### src/rv32i_types.sv
package rv32i_types;

	// data and address width
	localparam int XLEN = 32;

	// first fetch address out of reset
	localparam logic [XLEN-1:0] RESET_PC = '0;

	// instruction queue geometry
	localparam int IQ_DEPTH = 8;
	localparam int IQ_PTR_W = $clog2(IQ_DEPTH);

	// base opcodes, bits 6:0 of an rv32i word
	localparam logic [6:0] OPC_LUI    = 7'b0110111;
	localparam logic [6:0] OPC_AUIPC  = 7'b0010111;
	localparam logic [6:0] OPC_JAL    = 7'b1101111;
	localparam logic [6:0] OPC_JALR   = 7'b1100111;
	localparam logic [6:0] OPC_BRANCH = 7'b1100011;
	localparam logic [6:0] OPC_LOAD   = 7'b0000011;
	localparam logic [6:0] OPC_STORE  = 7'b0100011;
	localparam logic [6:0] OPC_IMM    = 7'b0010011;
	localparam logic [6:0] OPC_REG    = 7'b0110011;
	// csr access and ecall/ebreak share this one
	localparam logic [6:0] OPC_SYSTEM = 7'b1110011;

	// coarse instruction class handed to decode
	typedef enum logic [3:0] {
		op_lui,
		op_auipc,
		op_jal,
		op_jalr,
		op_br,
		op_load,
		op_store,
		op_imm,
		op_reg,
		op_csr,
		op_illegal
	} rv32_opcode_e;

	// one queue entry, 68 bits
	typedef struct packed {
		logic [XLEN-1:0] pc;
		logic [XLEN-1:0] instr;
		rv32_opcode_e    opcode;
	} pci_t;

	// addi x0, x0, 0 written into freed slots
	localparam pci_t IQ_NOP = '{
		pc:     '0,
		instr:  {{(XLEN-7){1'b0}}, OPC_IMM},
		opcode: op_imm
	};

endpackage

### src/fetch_unit.sv
`timescale 1ns/1ps

module fetch_unit (
	input  logic                         clk,
	input  logic                         arst_n,
	// axi4-lite read address channel
	output logic [rv32i_types::XLEN-1:0] araddr,
	output logic                         arvalid,
	input  logic                         arready,
	// axi4-lite read data channel
	input  logic                         rvalid,
	output logic                         rready,
	input  logic [rv32i_types::XLEN-1:0] rdata,
	input  logic [1:0]                   rresp,
	// push side of the instruction queue
	output logic                         enq_valid,
	input  logic                         enq_ready,
	output logic [rv32i_types::XLEN-1:0] enq_pc,
	output logic [rv32i_types::XLEN-1:0] enq_instr,
	output rv32i_types::rv32_opcode_e    enq_opcode,
	// redirect from the back end
	input  logic                         flush_valid,
	input  logic [rv32i_types::XLEN-1:0] flush_pc
);
	import rv32i_types::*;

	typedef enum logic [1:0] {
		fetch_idle,
		fetch_addr,
		fetch_data
	} fetch_state_e;

	fetch_state_e    state;
	// next pc to request
	logic [XLEN-1:0] fetch_pc;
	// pc of the request on the bus
	logic [XLEN-1:0] req_pc;
	logic            drop_q;
	logic            ar_fire;
	logic            r_fire;
	logic [XLEN-1:0] start_pc;
	rv32_opcode_e    opcode_class;

	assign ar_fire = arvalid && arready;
	assign r_fire  = rvalid && rready;

	// a flush seen in idle redirects the request about to go out
	assign start_pc = flush_valid ? flush_pc : fetch_pc;

	assign arvalid = (state == fetch_addr);
	assign araddr  = req_pc;

	// stale beats are always taken
	// live beats wait for room in the queue
	assign rready = (state == fetch_data) && (drop_q || enq_ready);

	assign enq_valid  = (state == fetch_data) && rvalid && !drop_q;
	assign enq_pc     = req_pc;
	assign enq_instr  = rdata;
	assign enq_opcode = opcode_class;

	always_ff @(posedge clk or negedge arst_n) begin
		if (!arst_n) begin
			state    <= fetch_idle;
			fetch_pc <= RESET_PC;
			req_pc   <= RESET_PC;
			drop_q   <= 1'b0;
		end else begin
			case (state)
				fetch_idle: begin
					req_pc   <= start_pc;
					fetch_pc <= start_pc + XLEN'(4);
					state    <= fetch_addr;
				end
				fetch_addr: begin
					// araddr stays put, the answer gets thrown away
					if (flush_valid) begin
						fetch_pc <= flush_pc;
						drop_q   <= 1'b1;
					end
					if (ar_fire) begin
						state <= fetch_data;
					end
				end
				fetch_data: begin
					if (flush_valid) begin
						fetch_pc <= flush_pc;
					end
					if (r_fire) begin
						drop_q <= 1'b0;
						state  <= fetch_idle;
					end else if (flush_valid) begin
						drop_q <= 1'b1;
					end
				end
				default: begin
					state <= fetch_idle;
				end
			endcase
		end
	end

	// rresp is not decoded, every beat counts as okay
	always_comb begin
		case (rdata[6:0])
			OPC_LUI:    opcode_class = op_lui;
			OPC_AUIPC:  opcode_class = op_auipc;
			OPC_JAL:    opcode_class = op_jal;
			OPC_JALR:   opcode_class = op_jalr;
			OPC_BRANCH: opcode_class = op_br;
			OPC_LOAD:   opcode_class = op_load;
			OPC_STORE:  opcode_class = op_store;
			OPC_IMM:    opcode_class = op_imm;
			OPC_REG:    opcode_class = op_reg;
			OPC_SYSTEM: opcode_class = op_csr;
			default:    opcode_class = op_illegal;
		endcase
	end

	// AR payload held until the slave takes it
	a_araddr_stable: assert property (
		@(posedge clk) disable iff (!arst_n)
		arvalid && !arready |=> arvalid && $stable(araddr)
	) else $error("araddr moved while the AR request was pending");

	// flushed read never reaches the queue
	a_drop_no_push: assert property (
		@(posedge clk) disable iff (!arst_n)
		flush_valid && (state == fetch_addr || (state == fetch_data && !r_fire))
		|=> !enq_valid until_with r_fire
	) else $error("stale read response pushed after a flush");

	// slave keeps the beat steady while we stall it
	a_r_stable: assert property (
		@(posedge clk) disable iff (!arst_n)
		rvalid && !rready |=> rvalid && $stable({rresp, rdata})
	) else $error("R beat changed while rready was low");

endmodule

### src/frontend_top.sv
`timescale 1ns/1ps

module frontend_top (
	input  logic                         clk,
	input  logic                         arst_n,
	// axi4-lite read port to instruction memory
	output logic [rv32i_types::XLEN-1:0] araddr,
	output logic                         arvalid,
	input  logic                         arready,
	input  logic                         rvalid,
	output logic                         rready,
	input  logic [rv32i_types::XLEN-1:0] rdata,
	input  logic [1:0]                   rresp,
	// redirect
	input  logic                         flush_valid,
	input  logic [rv32i_types::XLEN-1:0] flush_pc,
	// decode side
	output logic                         deq_valid,
	input  logic                         deq_ready,
	output logic [rv32i_types::XLEN-1:0] deq_pc,
	output logic [rv32i_types::XLEN-1:0] deq_instr,
	output rv32i_types::rv32_opcode_e    deq_opcode
);
	import rv32i_types::*;

	// fetch to queue push channel
	logic            enq_valid;
	logic            enq_ready;
	logic [XLEN-1:0] enq_pc;
	logic [XLEN-1:0] enq_instr;
	rv32_opcode_e    enq_opcode;

	fetch_unit fetch_unit_i (
		.clk         (clk),
		.arst_n      (arst_n),
		.araddr      (araddr),
		.arvalid     (arvalid),
		.arready     (arready),
		.rvalid      (rvalid),
		.rready      (rready),
		.rdata       (rdata),
		.rresp       (rresp),
		.enq_valid   (enq_valid),
		.enq_ready   (enq_ready),
		.enq_pc      (enq_pc),
		.enq_instr   (enq_instr),
		.enq_opcode  (enq_opcode),
		.flush_valid (flush_valid),
		.flush_pc    (flush_pc)
	);

	// flush_pc only matters to fetch
	instr_queue instr_queue_i (
		.clk         (clk),
		.arst_n      (arst_n),
		.enq_valid   (enq_valid),
		.enq_ready   (enq_ready),
		.enq_pc      (enq_pc),
		.enq_instr   (enq_instr),
		.enq_opcode  (enq_opcode),
		.deq_valid   (deq_valid),
		.deq_ready   (deq_ready),
		.deq_pc      (deq_pc),
		.deq_instr   (deq_instr),
		.deq_opcode  (deq_opcode),
		.flush_valid (flush_valid)
	);

endmodule

### src/instr_queue.sv
`timescale 1ns/1ps

module instr_queue (
	input  logic                         clk,
	input  logic                         arst_n,
	// push side from fetch
	input  logic                         enq_valid,
	output logic                         enq_ready,
	input  logic [rv32i_types::XLEN-1:0] enq_pc,
	input  logic [rv32i_types::XLEN-1:0] enq_instr,
	input  rv32i_types::rv32_opcode_e    enq_opcode,
	// pop side to decode
	output logic                         deq_valid,
	input  logic                         deq_ready,
	output logic [rv32i_types::XLEN-1:0] deq_pc,
	output logic [rv32i_types::XLEN-1:0] deq_instr,
	output rv32i_types::rv32_opcode_e    deq_opcode,
	// clears everything in one edge
	input  logic                         flush_valid
);
	import rv32i_types::*;

	pci_t                mem [IQ_DEPTH];
	// oldest entry
	logic [IQ_PTR_W-1:0] front;
	// next free slot
	logic [IQ_PTR_W-1:0] rear;
	logic [IQ_PTR_W:0]   count;
	logic                full;
	logic                push;
	logic                pop;
	pci_t                head;

	function automatic logic [IQ_PTR_W-1:0] ptr_inc(input logic [IQ_PTR_W-1:0] ptr);
		if (ptr == IQ_PTR_W'(IQ_DEPTH - 1)) begin
			return '0;
		end
		return ptr + 1'b1;
	endfunction

	assign full      = (count == (IQ_PTR_W + 1)'(IQ_DEPTH));
	assign enq_ready = !full;
	assign deq_valid = (count != '0);

	// nothing moves in a flush cycle
	assign push = enq_valid && enq_ready && !flush_valid;
	assign pop  = deq_valid && deq_ready && !flush_valid;

	// head comes straight out of the array, no bypass
	assign head       = mem[front];
	assign deq_pc     = head.pc;
	assign deq_instr  = head.instr;
	assign deq_opcode = head.opcode;

	always_ff @(posedge clk or negedge arst_n) begin
		if (!arst_n) begin
			front <= '0;
			rear  <= '0;
			count <= '0;
		end else if (flush_valid) begin
			front <= '0;
			rear  <= '0;
			count <= '0;
		end else begin
			if (push) begin
				rear <= ptr_inc(rear);
			end
			if (pop) begin
				front <= ptr_inc(front);
			end
			case ({push, pop})
				2'b10:   count <= count + 1'b1;
				2'b01:   count <= count - 1'b1;
				default: count <= count;
			endcase
		end
	end

	// push and pop never hit the same slot
	// a full queue refuses pushes and an empty one has nothing to pop
	always_ff @(posedge clk) begin
		if (push) begin
			mem[rear] <= '{pc: enq_pc, instr: enq_instr, opcode: enq_opcode};
		end
		// freed slot goes back to a nop
		if (pop) begin
			mem[front] <= IQ_NOP;
		end
	end

	// last free slot taken, so the next push is refused
	a_full_refuse: assert property (
		@(posedge clk) disable iff (!arst_n)
		push && !pop && (count == (IQ_PTR_W + 1)'(IQ_DEPTH - 1)) |=> !enq_ready
	) else $error("queue still accepts pushes after filling up");

	// queue drained or flushed, head must drop
	a_empty_no_valid: assert property (
		@(posedge clk) disable iff (!arst_n)
		flush_valid || (pop && !push && count == 1) |=> !deq_valid
	) else $error("deq_valid high on an empty queue");

	// stalled head does not change under decode
	a_head_stable: assert property (
		@(posedge clk) disable iff (!arst_n)
		deq_valid && !deq_ready && !flush_valid |=> deq_valid && $stable(head)
	) else $error("queue head changed while decode stalled it");

endmodule

### config.mk
export PLATFORM = sky130hd
export DESIGN_NAME = frontend_top
export DESIGN_NICKNAME = d
export VERILOG_FILES = /design/src/rv32i_types.sv /design/src/fetch_unit.sv /design/src/frontend_top.sv /design/src/instr_queue.sv
export SDC_FILE = /design/constraint.sdc
export NUM_CORES = 2
export LEC_CHECK = 0
export BUFFER_PORTS_ARGS = -buffer_cell sky130_fd_sc_hd__buf_2
export CAP_MARGIN = 30
export CORE_MARGIN = 10
export CORE_UTILIZATION = 50
export DETAILED_ROUTE_END_ITERATION = 6
export PLACE_DENSITY_LB_ADDON = 0.15
export SYNTH_ARGS = -nofsm -noshare
export SYNTH_HDL_FRONTEND = slang
export SYNTH_SLANG_ARGS = --single-unit
### constraint.sdc
create_clock -name clk -period 2.9 [get_ports clk]
set_clock_uncertainty 0.15 [all_clocks]
set_input_delay 0.58 -clock clk [delete_from_list [all_inputs] [get_ports clk]]
set_output_delay 0.58 -clock clk [all_outputs]
set_load 0.01 [all_outputs]
; Yosys cells after proc, flatten, opt, wreduce, memory -nomap -nowiden
; Memories as Yosys holds them, arrays and structs flattened.
; Cells that the tools add are included.
[word_totals]
reg_bits = 77
latch_bits = 0
mem_bits_rw = 544
romBits = 0
inputBits = 72
output_inout_bits = 103
wordCells = 83
mem_count = 1
[mem_list]
columns = memory, words, width, read_ports, rd_clocked_by_memory_dff, write_ports, line
row1 = instr_queue_i.mem, 8, 68, 1, 0, 2, instr_queue.sv:23  ; pci_t mem [IQ_DEPTH];
[op_classes]
n_addsub = 5
multipliers = 0
div_mod_pow = 0
n_lt_le_gt_ge = 0
n_eq_ne = 19
shifts = 0
muxes = 29
n_bitwise = 0
reduce_logical = 22
[op_table]
columns = operator, count
row1 = $pmux W32 S2, 1
row2 = $pmux W4 S10, 1
row3 = $add A32 B3 Y32 const B, 1
row4 = $mux W32, 1
row5 = $eq A7 B7 Y1 const B, 4
row6 = $mux W3, 8
row7 = $eq A7 B6 Y1 const B, 3
row8 = $eq A7 B5 Y1 const B, 2
row9 = $mux W1, 12
row10 = $logic_and A1 B1 Y1, 9
row11 = $pmux W4 S2, 1
row12 = $reduce_bool A2 Y1, 4
row13 = $eq A7 B2 Y1 const B, 1
row14 = $add A3 B1 Y3 const B, 2
row15 = $eq A3 B3 Y1 const B, 2
row16 = $pmux W2 S3, 1
row17 = $add A4 B1 Y4 const B, 1
row18 = $eq A2 B1 Y1 const B, 2
row19 = $eq A2 B2 Y1 const B, 2
row20 = $eq A4 B4 Y1 const B, 1
row21 = $mux W2, 2
row22 = $mux W4, 1
row23 = $reduce_bool A4 Y1, 1
row24 = $sub A4 B1 Y4 const B, 1
row25 = 9 further kinds, 11

; Depth between registers and ports, before layout
[depth]
word_depth = 10
ltp_mapped = 15
ltp_nobuf = 10

; Cells and area by module
; From an unflattened synthesis, not the netlist that was laid out.
[unflattened]
cells_unflattened = 3582
hier_area_um2 = 28522.4
[by_module_without_submodules]
columns = module, n_inst, cells_per_inst, area_per_inst_um2, seq_area_each_um2
row1 = instr_queue, 1, 3040, 23777.8, 11140.7
row2 = fetch_unit, 1, 542, 4744.6, 1676.6

; Worst setup path before layout
; OpenSTA, ideal clock, no wires.
[synth_timing]
path_type = input to register
from = input flush_valid
to = register fetch_unit_i.fetch_pc[18]
setup_ns = 0.090
arrival_time_ns = 3.278
required_ns = 2.660
setup_slack_ns = -0.618
path_stages = 15
path_buffers = 6
path_cell_list = buf_6 buf_12 buf_8 buf_2 buf_2 buf_2 mux2i_1 inv_1 ha_1 nand2b_1 a221oi_4 nand3_4 or3b_4 or3_1 o2111ai_1
[synth_via]
elab_chain_len = 3
[synth_lines]
columns = element, line
row1 = from (decl), frontend_top.sv:15  ; input logic flush_valid,
row2 = $mux W32, fetch_unit.sv:48  ; assign start_pc = flush_valid ? flush_pc : fetch_pc;
row3 = via fetch_unit_i.start_pc[2], fetch_unit.sv:41  ; logic [XLEN-1:0] start_pc;
row4 = $add A32 B3 Y32, fetch_unit.sv:72  ; fetch_pc <= start_pc + XLEN'(4);
row5 = $pmux W32 S2, fetch_unit.sv:69  ; case (state)
row6 = to (signal assigned), fetch_unit.sv:72
row7 = to (signal assigned), fetch_unit.sv:78  ; fetch_pc <= flush_pc;
row8 = to (signal assigned), fetch_unit.sv:87  ; fetch_pc <= flush_pc;
row9 = to (decl), fetch_unit.sv:35  ; logic [XLEN-1:0] fetch_pc;
; The timed path passes the listed nets, and every way through them passes these cells.
; A chain may end at the register's enable or synchronous reset.

; Worst setup path in the final report
[layout_timing]
from = register instr_queue_i.front[0]
to = output deq_instr[28] in the netlist's numbering
[layout_via]
elab_chain_len = 1
[layout_lines]
columns = element, line
row1 = from (decl), instr_queue.sv:25  ; logic [IQ_PTR_W-1:0] front;
row2 = from (signal assigned), instr_queue.sv:69  ; front <= ptr_inc(front);
row3 = $mem_v2 Z8 W68, n/a
row4 = to (decl), frontend_top.sv:21  ; output logic [rv32i_types::XLEN-1:0] deq_instr,
; Every way passes these cells.

==> flow_summary.json <==
{
  "status": "complete, but fails checks",
  "violations": "setup timing",
  "holdCritPathClass": "input port to flop",
  "io_pins": 175,
  "track_usage_pct": 30.5,
  "initial_core_util_pct": 50.8,
  "synth-compound-area-share_pct": 21.4,
  "placed_area_um2": 28900,
  "ctsHtreeMaxLevel": 3,
  "cp_max_fo": 12,
  "synth_edf_count": 0,
  "grt_max_degree": 51,
  "p_seq_share_pct": 43.8,
  "endpoint": "deq_instr[28]",
  "antenna_left": 0,
  "fp.dieH_um": 252,
  "grt_pass1_vias": 25945,
  "grt_pass1_wl_um": 152000,
  "swShare_pct": 29.9,
  "clk_pin_slew_ns": 0.06,
  "pwr-share-comb_pct": 16.9,
  "ys_seq_elements": 621,
  "reg2reg_depth": 8,
  "drt_iter0_drc": 2871,
  "synthAdderAreaFrac_pct": 0.559,
  "fmax_mhz": 322,
  "netlist_top_cells_area": "dfxtp_1 41%, nand2_1 16%, a21oi_1 10%, a22oi_1 7.8%, dfrtp_1 7.2%",
  "drv_cap": 0,
  "power_density_nw_per_um2": 733,
  "synth_flop_cell": "dfxtp_1",
  "synth.most_common_cell": "nand2_1",
  "cts_made_buffers": 68,
  "dp_hpwl_um": 56100,
  "pwr-share-clk_pct": 39.3,
  "grt_overflow": 0,
  "final_max_slew_viol_count": 0,
  "r2r_start": "instr_queue_i.count[1]",
  "wl_per_cell_um": 24.1,
  "gp_congestion": 0.889,
  "nets": 3566,
  "final_area_um2": 33000,
  "yosysSeqAreaShare_pct": 47.8,
  "min_period_ns": 3.11,
  "synth_top_family_by_area": "simple AND/OR/NAND/NOR gates",
  "crit_required_ns": 2.17,
  "min_period_over_period_pct": 107,
  "first_pass_iters": 7,
  "vias_per_cell": 6.26,
  "stdcell_count": 4227,
  "switchingPower_mw": 7.23,
  "worst_skew_pair.late_latency_ns": 0.60,
  "clockBufferDepth": 3,
  "placed_cells": 4035,
  "rsz0062_at_grt": "yes",
  "fillers": 4445,
  "antenna_found_initial": 4,
  "irDropWorstVdd_uv": 662,
  "crit_path_start": "instr_queue_i.front[0]",
  "preCtsSetupSlack_ns": 0.0181,
  "synth_cells": 3382,
  "area_growth_pct": 22.8,
  "slew_headroom_pct": 52.4,
  "critPathKind": "flop to output port",
  "reg2reg_setup_slack_ns": 0.24,
  "synth_simple_gate_area_share_pct": 22.1,
  "setup_slack_ns": -0.205,
  "leakage_nw": 12.3,
  "root_buffer": "clkbuf_16",
  "worst_pin_slew_ns": 0.714,
  "die_area_um2": 63300,
  "drt-total-wl_um": 102000,
  "rr_endpoint": "instr_queue_i.mem[5][18]",
  "cts_sinks": 621,
  "synth_common_cells": "1110 x nand2_1, 559 x a21oi_1, 544 x dfxtp_1, 279 x a22oi_1, 176 x clkbuf_1",
  "finalHoldViolations": 0,
  "drive_gt1_share_pct": 17.2,
  "die_w_um": 252,
  "core_area_um2": 52900,
  "intPower_mw": 16.9,
  "setup_viol": 68,
  "ys_warn_count": 0,
  "synth_top_cell_by_area": "dfxtp_1",
  "numPortBuffers": 172,
  "rows": 84,
  "critPathArrivalTime_ns": 2.38,
  "syn_avg_cell_area_um2": 7.94,
  "async_flop_share_pct": 12.4,
  "muxShareOfSynthArea_pct": 1.24,
  "syn_area_um2": 26800,
  "tritoncts": "done",
  "synthesis.nets": 3466,
  "end_kind": "output port",
  "drc": 0,
  "yosysTopAreaCellShare_pct": 40.6,
  "start_kind": "flop",
  "post_synth_num_cell_types": 79,
  "synth-xor-area-share_pct": 1.08,
  "vias": 26444
}
[power by group through the flow]
stage                     sequential, mW  clock, mW  combinational, mW
after floorplan                     10.0          0               2.78
after global placement              10.7          0               3.79
after detailed placement            10.7          0               3.88
after CTS                           10.6       9.54               4.03
after global routing                10.7       9.87               4.48
final                               10.6       9.49               4.08
[logic make-up after synthesis]
logic type	after synthesis
multiplexers	33
XOR/XNOR	33
flip-flops	621
AND/OR/NAND/NOR	1397
adder cells (fa/ha/maj)	12
buffers and inverters	337
AO/OA/AOI/OAI	949
[worst max-delay path: stages (launching register included)]
cell	delay, ns
dfrtp_2	0.46
buf_4	0.16
nor3_2	0.20
buf_6	0.23
buf_16	0.18
a22oi_1	0.11
nand4_1	0.23
buf_2	0.18
[registers in the layout (all words and copies together) (netlist names)]
register               cells
instr_queue_i.mem        544
fetch_unit_i.drop_q        1
fetch_unit_i.fetch_pc     32
fetch_unit_i.state         2
instr_queue_i.front        3
instr_queue_i.rear         3
fetch_unit_i.araddr       32
instr_queue_i.count        4
[worst min-delay path by stage]
stage / cells past startpoint / end / from / slack [ns]
after floorplan: 0 / fetch_unit_i.araddr[0] / arst_n / 0.13
after global placement: 2 / instr_queue_i.mem[6][55] / instr_queue_i.mem[6][55] / 0.29
after detailed placement: 2 / instr_queue_i.mem[6][7] / instr_queue_i.mem[6][7] / 0.30
after CTS: 3 / fetch_unit_i.fetch_pc[1] / flush_pc[1] / 0.02
after global routing: 3 / fetch_unit_i.fetch_pc[1] / flush_pc[1] / 0.05
final: 3 / fetch_unit_i.fetch_pc[0] / flush_pc[0] / 0.04
[cell type report]
type                            instances  area, µm²  area share [%]
Multi-Input combinational cell       2424      13000            39.4
Sequential cell                       621      12800            38.9
Antenna cell                            5       12.5          0.0380
Timing Repair Buffer                  357       3780            11.5
Tap cell                              688        861            2.61
Inverter                               10       37.5           0.114
Clock buffer                           99       2100            6.36
Clock inverter                         23        375            1.14
[cells in the final DEF, fill, tap and decap left out, types with 6 or more instances in the layout]
master	synthesis	final
nand2_1	1110	1106
a21oi_1	559	559
dfxtp_1	544	544
a22oi_1	279	211
buf_2	58	163
clkbuf_16	0	81
buf_4	29	78
nor2_1	77	75
dfrtp_1	77	74
nand4_1	72	72
buf_12	1	71
a22oi_2	0	68
o211ai_1	41	41
nand3_1	37	36
mux2i_1	31	30
o21ai_0	27	26
buf_16	0	19
xnor2_1	18	18
buf_6	13	16
xor2_1	15	15
clkbuf_8	0	15
nor2b_1	14	13
and2_2	0	11
inv_1	10	10
ha_1	12	10
clkbuf_1	176	10
bufinv_16	0	9
nand2_4	1	8
a211oi_1	8	8
clkinv_2	0	8
nor3_1	10	7
nand3b_1	7	7
a31oi_1	6	6
o22a_1	6	6
[metrics by stage]
stage,setup TNS [ns],power [mW],utilization [%],hold slack (ns)
after floorplan,-0.816,12.8,-,0.134
after global placement,0,14.5,54.6,0.291
after detailed placement,0,14.6,54.7,0.296
after CTS,-5.38,24.1,61.2,0.0164
after global routing,-12.98,25.1,62.4,0.0464
final,-9.49,24.2,62.4,0.0381
[metal layers]
layer  vias to the layer above  share of wire [%]  GRT usage (%)
li1                      11801                  -              -
met3                       329                 11           7.08
met2                      1552                 47           50.7
met1                     12762                 38           37.2
met5                         -                  0              0
met4                         0                4.0           13.9
[timing repair]
item,in CTS,in global routing
buffers inserted,26,15
resized for setup,88,46
pin swaps,32,52
hold buffers,1,0
setup endpoints to repair,68,68
gates cloned,15,8
hold endpoints to repair,32,0
Note: power is estimated with default switching activity, not from simulation.
